`config.mk`:
```
export PLATFORM = sky130hd
export DESIGN_NAME = conflict_ctrl
export DESIGN_NICKNAME = d
export VERILOG_FILES = /design/src/verilog/txn_pkg.sv /design/src/verilog/conflict_ctrl.sv
export SDC_FILE = /design/constraint.sdc
export NUM_CORES = 1
export LEC_CHECK = 0
export BUFFER_PORTS_ARGS = -buffer_cell sky130_fd_sc_hd__buf_2
export CAP_MARGIN = 20
export CELL_PAD_IN_SITES_DETAIL_PLACEMENT = 1
export CELL_PAD_IN_SITES_GLOBAL_PLACEMENT = 1
export CORE_AREA = 2 2 657 659
export DETAILED_ROUTE_END_ITERATION = 12
export DIE_AREA = 0 0 659 661
export GPL_ROUTABILITY_DRIVEN = 0
export PLACE_DENSITY = 0.34
export SYNTH_ARGS = -nofsm -noshare
export SYNTH_HDL_FRONTEND = slang
export SYNTH_SLANG_ARGS = --single-unit
```
`constraint.sdc`:
```
create_clock -name clk -period 35.5 [get_ports clk]
set_clock_uncertainty 0.2 [all_clocks]
set_input_delay 3.55 -clock clk [delete_from_list [all_inputs] [get_ports clk]]
set_output_delay 3.55 -clock clk [all_outputs]
set_load 0.02 [all_outputs]
```
`src/verilog/txn_pkg.sv`:
```
package txn_pkg;

    // Dependency vectors carry one bit per tracked account or resource
    localparam int DEP_W = 256;

    // Owner program id of each transaction
    localparam int ID_W = 64;

    // Width of one slice checked in parallel
    localparam int CHUNK_W = 64;

    // Slice count, rounded up so a partial last slice is still covered
    localparam int NUM_CHUNKS = (DEP_W + CHUNK_W - 1) / CHUNK_W;

endpackage
```
`src/verilog/conflict_ctrl.sv`:
```
`timescale 1ns/1ps

module conflict_ctrl import txn_pkg::*; (
    input  logic             clk,
    input  logic             rst_n,
    input  logic             batch_completed,

    // Transaction input
    input  logic             in_valid,
    output logic             in_ready,
    input  logic [ID_W-1:0]  in_owner_id,
    input  logic [DEP_W-1:0] in_read_deps,
    input  logic [DEP_W-1:0] in_write_deps,

    // Forwarded transaction output
    output logic             out_valid,
    input  logic             out_ready,
    output logic [ID_W-1:0]  out_owner_id,
    output logic [DEP_W-1:0] out_read_deps,
    output logic [DEP_W-1:0] out_write_deps,

    // Held vectors go to the conflict check and the tracker
    output logic [DEP_W-1:0] held_read_deps,
    output logic [DEP_W-1:0] held_write_deps,
    input  logic             raw,
    input  logic             waw,
    input  logic             war,

    // Event pulses
    output logic             commit,
    output logic             reject,
    output logic             done
);

    typedef enum logic [1:0] {
        IDLE     = 2'b00,
        CHECK    = 2'b01,
        OUTPUT   = 2'b10,
        COMPLETE = 2'b11
    } state_t;

    state_t          state;
    logic [ID_W-1:0] held_owner_id;
    logic            conflict;
    logic            in_fire;
    logic            out_fire;

    assign conflict = raw | waw | war;
    assign in_ready = (state == IDLE);
    assign in_fire  = in_valid & in_ready;
    assign out_fire = out_valid & out_ready;

    // A batch end abandons the transaction, so no event is reported for it
    assign commit = (state == OUTPUT) && out_fire && !batch_completed;
    assign reject = (state == CHECK) && conflict && !batch_completed;
    assign done   = (state == COMPLETE) && !batch_completed;

    // Control FSM
    always_ff @(posedge clk or negedge rst_n) begin
        if (!rst_n) begin
            state     <= IDLE;
            out_valid <= 1'b0;
        end else if (batch_completed) begin
            state     <= IDLE;
            out_valid <= 1'b0;
        end else begin
            case (state)
                IDLE: begin
                    if (in_fire) begin
                        state <= CHECK;
                    end
                end
                CHECK: begin
                    // Flags are valid for the whole check cycle
                    if (conflict) begin
                        state <= COMPLETE;
                    end else begin
                        state     <= OUTPUT;
                        out_valid <= 1'b1;
                    end
                end
                OUTPUT: begin
                    // Wait here as long as the sink applies back-pressure
                    if (out_ready) begin
                        state     <= COMPLETE;
                        out_valid <= 1'b0;
                    end
                end
                COMPLETE: begin
                    state <= IDLE;
                end
                default: begin
                    state <= IDLE;
                end
            endcase
        end
    end

    // Payload capture on acceptance, output load after a clean check
    always_ff @(posedge clk) begin
        if (in_fire) begin
            held_owner_id   <= in_owner_id;
            held_read_deps  <= in_read_deps;
            held_write_deps <= in_write_deps;
        end
        if (state == CHECK && !conflict) begin
            out_owner_id   <= held_owner_id;
            out_read_deps  <= held_read_deps;
            out_write_deps <= held_write_deps;
        end
    end

    // Output stays put until the sink takes it
    a_out_stable: assert property (
        @(posedge clk) disable iff (!rst_n)
        out_valid && !out_ready && !batch_completed |=>
            out_valid && $stable(out_owner_id) &&
            $stable(out_read_deps) && $stable(out_write_deps)
    );

    // A transaction is either merged into the batch or dropped, never both
    a_commit_xor_reject: assert property (
        @(posedge clk) disable iff (!rst_n)
        !(commit && reject)
    );

endmodule

```
Word-level counts from Yosys, hierarchy flattened. Index checks and enable logic that the tools add are counted.

Bits in registers: 1155. Logic and storage cells: 39.

Bitwise logic cells: 4. Equality and inequality tests: 6. Mux-type cells: 9. Reduce and logical (&&, ||, !) cells: 12.

Operator list (count): one-hot mux 2 bit (4 select lines) (1); logical AND 1 bit (6); two-way mux 2 bit (3); inequality test 3 bit (second input constant) (2); == test 2 bit (second input constant) (2); two-way mux 1 bit (4); inequality test 3 x 2 -> 1 bit (second input constant) (1); AND reduction 3 bit (1); nonzero test 3 bit (1); AND 1 bit (2); == test 2 x 1 -> 1 bit (second input constant) (1); logical NOT 1 bit (2); logical NOT 2 bit (1); bitwise OR 1 bit (2); one-hot mux 1 bit (2 select lines) (1); AND reduction 2 bit (1).

Logic depth before layout (Yosys ltp). Gate-level depths: netlist of run 1.

Depth in word-level cells: 5. Mapped depth: 5. Mapped depth without buffers: 5.

Worst setup path after synthesis of run 1. No wires, ideal clock.

Kind: in2reg. Start: input port waw. End: register out_owner_id[0], enable pin. Library setup time: 1018 ps. Slack: 17470 ps. Path buffers: 0. Data arrival time: 16812 ps. Required time: 34282 ps. Stages: 2. Cells stage by stage: nor3_1 -> and2_1.

Cells in the longest elaborated chain, start to end: 4.

RTL lines: start, declared (line conflict_ctrl.sv:26) `input logic waw,`; bitwise OR 1 bit (2 in series) (line conflict_ctrl.sv:48) `assign conflict = raw | waw | war;`; logical NOT 1 bit (line conflict_ctrl.sv:106) `if (state == CHECK && !conflict) begin`; logical AND 1 bit (line conflict_ctrl.sv:106); end signal, assigned (line conflict_ctrl.sv:107) `out_owner_id <= held_owner_id;`; end, declared (line conflict_ctrl.sv:18) `output logic [ID_W-1:0] out_owner_id,`.

No other way between the ends. A chain may end at the register's enable or synchronous reset.

Final worst setup path of run 1.
Start: input port batch_completed. End: output port commit.

Cells in the longest elaborated chain, start to end: 2.

RTL lines: start, declared (line conflict_ctrl.sv:6) `input logic batch_completed,`; logical NOT 1 bit (line conflict_ctrl.sv:54) `assign commit = (state == OUTPUT) && out_fire && !batch_completed;`; logical AND 1 bit (line conflict_ctrl.sv:54); end, declared (line conflict_ctrl.sv:30) `output logic commit,`.

No other way between the ends.

==> flow_summary_export.csv, run 1 <==
group,metric,value,unit
global_route,grtUsageTotal,12.4,%
hold_path,hold_depth,0,
global_route,grt_pass1_vias,22200,
floorplan,die-width,659,um
cells_and_area,design_area,55500,um2
clock_tree,cts_resized,0,
sta,slew_viol_final,0,
detailed_routing,drt-pass1-iter-count,5,
synth,ys_types,20,
setup_path,r2r_slack,29.99,ns
setup_path,rr_startpoint,"state[1]",
cells_and_area,nets,3624,
setup_path,arrival,4.64,ns
setup_path,worst-setup-path-type,"input port to output pin",
setup_path,cp-start-kind,"input port",
detailed_routing,antenna_left,0,
synth,ys_warn_count,0,
global_route,grt_pass1_wl,331000,um
status,status,"completed",
floorplan,die_h,661,um
detailed_routing,wl,284000,um
place,post_dp_cell_area,50600,um2
pwr,clockPowerShare,37.3,%
sta,grt_setup_unrepaired,"no",
cells_and_area,synthToLayoutAreaGrowth,59.3,%
global_route,grt_max_degree,146,
place,place_inst,8590,
place,hpwl,247000,um
clock_tree,cts.clk_slew.worst_paths,0.06,ns
hold_path,hold_end,"out_owner_id[60]",
sta,worst_pin_slew,1.06,ns
hold_path,worstHoldStart,"held_owner_id[60]",
global_route,antenna_found_initial,111,
sta,relSlewSlack,29.5,%
pwr,leakagePower,19.9,nW
detailed_routing,drc,0,
clock_tree,postCtsSetupBuffers,0,
pwr,power.density,75.6,nW/um2
synth,syn-cell-area,34900,um2
floorplan,start_util,8.13,%
pwr,pwr-share-comb,15.5,%
global_route,gr-total-overflow,0,
sta,hold_violations,0,
detailed_routing,via_per_inst,2.43,
place,io_buffers,1676,
synth,ys_seq_elements,1155,
floorplan,core-area,429000,um2
sta,finalSetupViolCount,0,
floorplan,io_pins,1677,
synth,synth.avg_cell_area,29.5,um2
clock_tree,cts_sinks,1155,
pwr,ir_drop,38.8,uV
setup_path,timing.rr.end,"out_read_deps[226]",
pwr,swShare,32.4,%
setup_path,cp_max_fo,6,
floorplan,rows,241,
job,maxCapViolations,0,
clock_tree,cts_tree,"built",
sta,post-route-period-util,23.6,%
cells_and_area,stdcell_count,8882,
sta,min_period,8.39,ns
synth,seq_area_frac_synth,99.4,%
clock_tree,cts.path.max_buffers,4,
cells_and_area,drive_gt1_share,60.6,%
pwr,p_switching,0.00136,W
clock_tree,numCtsBuffers,154,
pwr,power.internal,0.00284,W
floorplan,die_area,436000,um2
detailed_routing,first_iter_violations,1870,
detailed_routing,route.detailed.wl_per_inst,31.9,um
setup_path,worstSetupEndpointType,"output pin",
detailed_routing,routed-via-count,21600,
pwr,power.total,0.00420,W
clock_tree,clock_latency,0.87,ns
clock_tree,cts.htree.levels,4,
clock_tree,cts_hold_buf,0,
pwr,seq_power_share,47.2,%
sta,setup_tns,0,ns
synth,syn_inst,1184,
clock_tree,clockRootBuffer,"clkbuf_16",
setup_path,r2r.worst_path.cells,8,
sta,fmax,119,MHz
setup_path,required,31.75,ns
synth,synth_nets,1772,
hold_path,hold_class,"flip-flop to flip-flop",
-- power groups by stage --
stage / logic, W / registers, W / clock network [W]
CTS: 0.000683 / 0.00200 / 0.00163
finish: 0.000651 / 0.00198 / 0.00157
detailed placement: 0.000682 / 0.00202 / 0
global route: 0.000692 / 0.00200 / 0.00167
global placement: 0.000682 / 0.00202 / 0
floorplan: 0.0000879 / 0.00222 / 0
-- synth_stat cells --
cell type,instances,share of area [%]
a21o_1,1,0.022
a21oi_1,1,0.014
a221oi_2,1,0.043
a31oi_1,1,0.018
and2_1,2,0.036
and3_2,1,0.022
dfrtp_1,3,0.22
edfxtp_1,1152,99
ha_1,4,0.14
inv_1,4,0.043
nand2_1,2,0.022
nand2b_1,2,0.036
nand3_1,2,0.029
nand3b_1,1,0.022
nor2b_1,2,0.036
nor3_1,1,0.014
nor3b_1,1,0.022
o2111ai_1,1,0.025
o31ai_1,1,0.022
or3_4,1,0.032
-- area by class of cell --
class,count,area (um2)
Antenna cell,21,52.6
Clock buffer,193,4060
Inverter,4,15.0
Clock inverter,78,833
Timing Repair Buffer,1696,8570
Fill cell,48800,374000
Multi-Input combinational cell,25,204
Sequential cell,1155,34700
Tap cell,5710,7140
-- sequential cells by signal, summed over array words and instances, names as in the netlist --
signal / cells
held_owner_id: 64
out_valid: 1
out_write_deps: 256
out_read_deps: 256
state: 2
held_write_deps: 256
out_owner_id: 64
held_read_deps: 256
-- cell usage in the layout, fill, tap and decap left out, types with 8 or more instances in the layout --
cell        instances
buf_4              17
clkinv_2           16
bufinv_16          14
edfxtp_1         1152
clkbuf_1           36
clkbuf_16         157
clkinv_1           28
clkinvlp_4          8
diode_2            21
buf_2            1676
-- metal layers --
layer | global-route usage, % | wire (um)
met5 | 0 | 238
met1 | 12.8 | 97800
met4 | 3.12 | 7220
met3 | 8.07 | 42300
met2 | 20.9 | 136000
-- worst max-delay path: stages --
cell	delay, ns
buf_2	0.11
buf_4	0.20
nor3b_2	0.22
buf_6	0.18
buf_2	0.31
-- worst max path at each step --
stage               slack [ns]            start  cells past startpoint            endpoint
global placement         25.76  batch_completed                      4              commit
floorplan                17.47              waw                      2     out_owner_id[0]
CTS                      27.02  batch_completed                      5              commit
finish                   27.11  batch_completed                      5              commit
global route             27.05  batch_completed                      5              commit
detailed placement       26.69              waw                      8  out_write_deps[20]
-- logic make-up (layout without fill, tap and decap cells) --
| logic type | Yosys count | after routing | synth area share [%] |
|---|---|---|---|
| adder cells (fa/ha/maj) | 4 | 4 | 0.144 |
| AO/OA/AOI/OAI | 6 | 6 | 0.144 |
| buffers and inverters | 4 | 1971 | 0.0430 |
| flip-flops | 1155 | 1155 | 99.4 |
| AND/OR/NAND/NOR | 15 | 15 | 0.269 |
| other | 0 | 21 | 0 |
-- through the flow --
stage	setup WS, ns	hold WS, ns	utilization, %
3_3_place_gp	25.76	0.201	11.8
2_1_floorplan	17.47	0.200	-
4_1_cts	27.02	0.184	12.9
3_5_place_dp	26.69	0.205	11.8
5_1_grt	27.05	0.218	12.9
6_report	27.11	0.169	12.9
Power figures use the tool's default switching activity.
==> run 2: changes to the inputs <==
==> constraint.sdc (replaced) <==
create_clock -name clk -period 8.61 [get_ports clk]
set_clock_uncertainty 0.2 [all_clocks]
set_input_delay 0.861 -clock clk [delete_from_list [all_inputs] [get_ports clk]]
set_output_delay 0.861 -clock clk [all_outputs]
set_load 0.02 [all_outputs]
==> run 2 against run 1 <==
Net effect:
- sequential share of layout area is 6.1 points lower
- sequential power grew to 4.1 times the previous value
- routed wire length is 2.1% higher
- total power grew to 4.2 times the previous value
- utilization is 1.4 points higher
- cell count is 6.5% higher
- worst setup slack worse by 22 ns
- critical path type is now flip-flop to output pin
==> flow_summary_export.csv, run 2 (synthesis gave the netlist of run 1 again) <==
group,metric,value,unit
cells_and_area,nets,4198,
setup_path,worst-setup-path-type,"flip-flop to output pin",
sta,slew_viol_final,0,
sta,setup_tns,0,ns
place,hpwl,248000,um
floorplan,io_pins,1677,
setup_path,arrival,2.89,ns
clock_tree,postCtsSetupBuffers,0,
floorplan,die-width,659,um
clock_tree,numCtsBuffers,160,
detailed_routing,antenna_left,0,
floorplan,die_area,436000,um2
sta,worst_pin_slew,0.885,ns
pwr,clockPowerShare,37.5,%
setup_path,path_buf_inv,2,
floorplan,rows,241,
setup_path,timing.rr.end,"out_read_deps[174]",
setup_path,cp_max_fo,4,
setup_path,r2r.worst_path.cells,5,
global_route,grt_pass1_wl,344000,um
sta,fmax,253,MHz
detailed_routing,first_iter_violations,1519,
pwr,power.internal,0.0119,W
clock_tree,cts_sinks,1155,
cells_and_area,fill_cells,48600,
pwr,pwr-share-comb,16.7,%
detailed_routing,via_per_inst,2.50,
status,status,"completed",
clock_tree,cts.path.max_buffers,4,
global_route,grt_max_degree,118,
global_route,grtUsageTotal,12.7,%
detailed_routing,drt-pass1-iter-count,4,
detailed_routing,routed-via-count,23600,
cells_and_area,drive_gt1_share,51.6,%
pwr,ir_drop,150,uV
cells_and_area,fin_util,14.3,%
setup_path,rr_startpoint,"state[1]",
detailed_routing,route.detailed.wl_per_inst,30.6,um
setup_path,slowest_stage,"nor3b_2",
pwr,power.density,289,nW/um2
pwr,swShare,32.9,%
hold_path,worstHoldStart,"in_owner_id[54]",
detailed_routing,wl,290000,um
setup_path,cp-start-kind,"flip-flop",
pwr,seq_power_share,45.7,%
sta,relSlewSlack,41.0,%
hold_path,hold_class,"input port to flip-flop",
global_route,grt_pass1_vias,25400,
detailed_routing,drc,0,
pwr,leakagePower,22.4,nW
setup_path,worstSetupEndpointType,"output pin",
floorplan,die_h,661,um
place,io_buffers,1676,
sta,finalSetupViolCount,0,
cells_and_area,synthToLayoutAreaGrowth,76.4,%
clock_tree,cts_tree,"built",
clock_tree,clock_latency,0.88,ns
sta,min_period,3.95,ns
clock_tree,cts.clk_slew.worst_paths,0.06,ns
setup_path,r2r_slack,5.19,ns
job,maxCapViolations,0,
setup_path,critical_path.max_stage_delay,0.59,ns
floorplan,start_util,8.13,%
setup_path,required,7.55,ns
setup_path,crit_chain,"inv_1, ha_1, nand2_1, nor3b_2, buf_2",
global_route,antenna_found_initial,96,
sta,post-route-period-util,45.9,%
sta,hold_violations,0,
pwr,p_switching,0.00585,W
global_route,gr-total-overflow,0,
clock_tree,clockRootBuffer,"clkbuf_16",
sta,grt_setup_unrepaired,"no",
clock_tree,cts.htree.levels,4,
cells_and_area,layout_commonest_cell,"buf_2",
hold_path,hold_depth,1,
cells_and_area,final_cell_mix,"buf_2 (1,676), edfxtp_1 (1,152), dlygate4sd3_1 (571), clkbuf_16 (162), clkinv_1 (31)",
floorplan,core-area,429000,um2
hold_path,hold_end,"held_owner_id[54]",
setup_path,cpLargestDelayFamily,"simple AND/OR/NAND/NOR gates",
run 2: cell count changes in the layout (fill, tap and decap cells not counted), sizes merged:
| cell | before | now |
|---|---|---|
| dlygate4sd3 | 0 | 571 |
| inv | 10 | 15 |
| diode | 21 | 14 |
| bufinv | 14 | 11 |
| clkinv | 50 | 69 |
| clkbuf | 193 | 188 |
| buf | 1696 | 1693 |
run 2: worst max-delay path by stage:
stage	startpoint	end	slack, ns	cells after the start
after floorplan	state[0]	held_owner_id[0]	0.003	3
after global placement	out_ready	commit	4.59	4
after detailed placement	waw	out_read_deps[138]	4.64	5
after CTS	state[0]	commit	4.28	5
after global routing	state[0]	commit	4.40	5
final	state[0]	commit	4.66	5
run 2: cell type report:
class | count | area [um2] | share of cell area [%]
Antenna cell | 14 | 35.0 | 0.0570
Clock inverter | 99 | 952 | 1.55
Clock buffer | 188 | 4150 | 6.75
Multi-Input combinational cell | 25 | 204 | 0.332
Timing Repair Buffer | 2264 | 14300 | 23.3
Tap cell | 5710 | 7140 | 11.6
Inverter | 4 | 15.0 | 0.0244
Sequential cell | 1155 | 34700 | 56.4
run 2: power groups by stage:
| stage | logic, W | registers [W] | clock network (W) |
|---|---|---|---|
| after floorplan | 0.000364 | 0.00883 | 0 |
| after global placement | 0.00285 | 0.00830 | 0 |
| after detailed placement | 0.00285 | 0.00829 | 0 |
| after CTS | 0.00310 | 0.00820 | 0.00696 |
| after global routing | 0.00316 | 0.00822 | 0.00710 |
| final | 0.00297 | 0.00813 | 0.00667 |
run 2: routing by layer:
layer | wire, um | up-vias | global-route usage (%)
li1 | - | 9777 | -
met1 | 96800 | 12200 | 12.5
met2 | 138000 | 1329 | 21.3
met4 | 6580 | 30 | 2.93
met5 | 205 | - | 0
met3 | 48000 | 324 | 9.52
run 2: through the flow:
| step | hold WS, ns | area [um2] | instances | setup WS [ns] | power [W] |
|---|---|---|---|---|---|
| after floorplan | 0.200 | 34900 | 1184 | 0.00338 | 0.00919 |
| after global placement | 0.202 | 50700 | 8587 | 4.59 | 0.0112 |
| after detailed placement | 0.205 | 50700 | 8587 | 4.64 | 0.0111 |
| after CTS | 0.000151 | 61500 | 9445 | 4.28 | 0.0183 |
| after global routing | 0.0404 | 61500 | 9454 | 4.40 | 0.0185 |
| final | 0.0946 | 61500 | 9459 | 4.66 | 0.0178 |
run 2: timing repair:
item	4_1_cts	5_1_grt
hold buffers	571	0
hold endpoints to repair	573	0
resized for setup	0	0
==> run 3: changes to the inputs <==
==> constraint.sdc (replaced) <==
create_clock -name clk -period 3.7 [get_ports clk]
set_clock_uncertainty 0.2 [all_clocks]
set_input_delay 0.37 -clock clk [delete_from_list [all_inputs] [get_ports clk]]
set_output_delay 0.37 -clock clk [all_outputs]
set_load 0.02 [all_outputs]
==> run 3 against run 2 <==
Net effect:
- worst setup slack got worse by 4.2 ns
- register-to-register slack got worse by 4.1 ns
- final area grew 7.6%
- non-clock buffer count is 490 higher
- critical endpoint unchanged
- largest power group unchanged
==> flow_summary_export.csv, run 3 (synthesis gave the netlist of run 1 again) <==
group,metric,value,unit
status,status,"completed",
clock_tree,cts.htree.levels,4,
floorplan,start_util,8.13,%
clock_tree,clock_latency,0.84,ns
cells_and_area,nets,4682,
cells_and_area,layout_commonest_cell,"buf_2",
clock_tree,cts_resized,0,
setup_path,cp-start-kind,"flip-flop",
detailed_routing,wl,288000,um
hold_path,worstHoldStart,"in_read_deps[83]",
hold_path,hold_class,"input port to flip-flop",
global_route,antenna_found_initial,98,
clock_tree,cts_sinks,1155,
cells_and_area,seqCellArea,34700,um2
global_route,gr-total-overflow,0,
cells_and_area,final_cell_mix,"buf_2 (1,676), edfxtp_1 (1,152), dlygate4sd3_1 (1,030), clkbuf_16 (155), buf_4 (33)",
pwr,power.density,624,nW/um2
setup_path,worst-setup-path-type,"flip-flop to output pin",
setup_path,timing.rr.end,"held_read_deps[181]",
sta,min_period,3.27,ns
detailed_routing,routed-via-count,25700,
floorplan,io_pins,1677,
sta,worst_pin_slew,0.853,ns
setup_path,worstSetupEndpointType,"output pin",
detailed_routing,drc,0,
detailed_routing,via_per_inst,2.59,
job,maxCapViolations,0,
detailed_routing,antenna_left,0,
place,dp_slack,0.491,ns
sta,layout_setup_ws,0.426,ns
floorplan,rows,241,
sta,post-route-period-util,88.5,%
detailed_routing,route.detailed.wl_per_inst,29.0,um
clock_tree,cts.path.max_buffers,4,
cells_and_area,fin_util,15.4,%
setup_path,required,3.13,ns
sta,relSlewSlack,43.1,%
hold_path,hold_end,"held_read_deps[83]",
global_route,grt_pass1_wl,346000,um
clock_tree,cts.clk_slew.worst_paths,0.05,ns
floorplan,die_area,436000,um2
global_route,grt_pass1_vias,27400,
pwr,power.total,0.0413,W
global_route,grt_max_degree,134,
sta,finalSetupViolCount,0,
setup_path,cp_max_fo,4,
floorplan,core-area,429000,um2
setup_path,arrival,2.70,ns
floorplan,die-width,659,um
clock_tree,cts_tree,"built",
detailed_routing,drt-pass1-iter-count,5,
cells_and_area,synthToLayoutAreaGrowth,89.7,%
global_route,grtUsageTotal,12.7,%
pwr,ir_drop,385,uV
cells_and_area,fill_cells,48600,
detailed_routing,first_iter_violations,1621,
place,hpwl,246000,um
clock_tree,numCtsBuffers,154,
setup_path,rr_startpoint,"state[1]",
hold_path,hold_depth,2,
sta,slew_viol_final,0,
floorplan,die_h,661,um
cells_and_area,multi_input_area,229,um2
sta,grt_setup_unrepaired,"no",
setup_path,r2r.worst_path.cells,5,
sta,hold_violations,0,
place,io_buffers,1676,
clock_tree,clockRootBuffer,"clkbuf_16",
cells_and_area,drive_gt1_share,46.2,%
pwr,leakagePower,24.3,nW
sta,fmax,305,MHz
setup_path,r2r_slack,1.09,ns
## run 3: worst max-delay path: stages (launching register included)
cell and delay (ns):
dfrtp_1 0.46, inv_2 0.13, ha_1 0.24, nand2_1 0.12, nor3b_2 0.54, buf_2 0.37
## run 3: routing by layer
metal / GRT usage [%] / vias to the layer above / routed length, um
met5: 0 / - / 162
met1: 12.8 / 13300 / 98400
met4: 3.74 / 24 / 8900
met2: 21.2 / 1344 / 137000
li1: - / 10700 / -
met3: 8.34 / 307 / 43500
## run 3: repair_timing
item | CTS | global route
endpoints found under the hold margin | 591 | 0
hold buffers | 1030 | 0
setup buffers | 0 | 0
## run 3: worst max path at each step
stage	startpoint	end	depth (start not counted)
finish	state[0]	commit	5
global route	state[0]	commit	5
CTS	state[0]	commit	5
detailed placement	waw	out_read_deps[216]	6
global placement	state[0]	commit	5
floorplan	state[0]	held_owner_id[0]	3
## run 3: cell type report
| type | instances | area share (%) |
|---|---|---|
| flip-flops and latches | 1155 | 52.4 |
| clock buffers | 183 | 6.02 |
| well taps | 5710 | 10.8 |
| multi-input cells | 25 | 0.346 |
| diodes | 11 | 0.0416 |
| clock inverters | 86 | 1.28 |
| repair buffers | 2754 | 29.1 |
| inverters | 4 | 0.0227 |
## run 3: through the flow
| step | instance area [um2] | cells | hold slack [ns] | TNS (ns) |
|---|---|---|---|---|
| 2_1_floorplan | 34900 | 1184 | -0.126 | -1889.08 |
| 3_3_place_gp | 51000 | 8618 | -0.00901 | 0 |
| 3_5_place_dp | 51000 | 8618 | -0.00586 | 0 |
| 4_1_cts | 66100 | 9917 | 0.000734 | 0 |
| 5_1_grt | 66100 | 9921 | 0.0329 | 0 |
| 6_report | 66200 | 9928 | 0.103 | 0 |
## run 3: power breakdown
group          total, W  switching [W]  internal, W
clock network    0.0148        0.00632      0.00846
registers        0.0191        0.00198       0.0172
logic           0.00738        0.00520      0.00218
total            0.0413         0.0135       0.0278
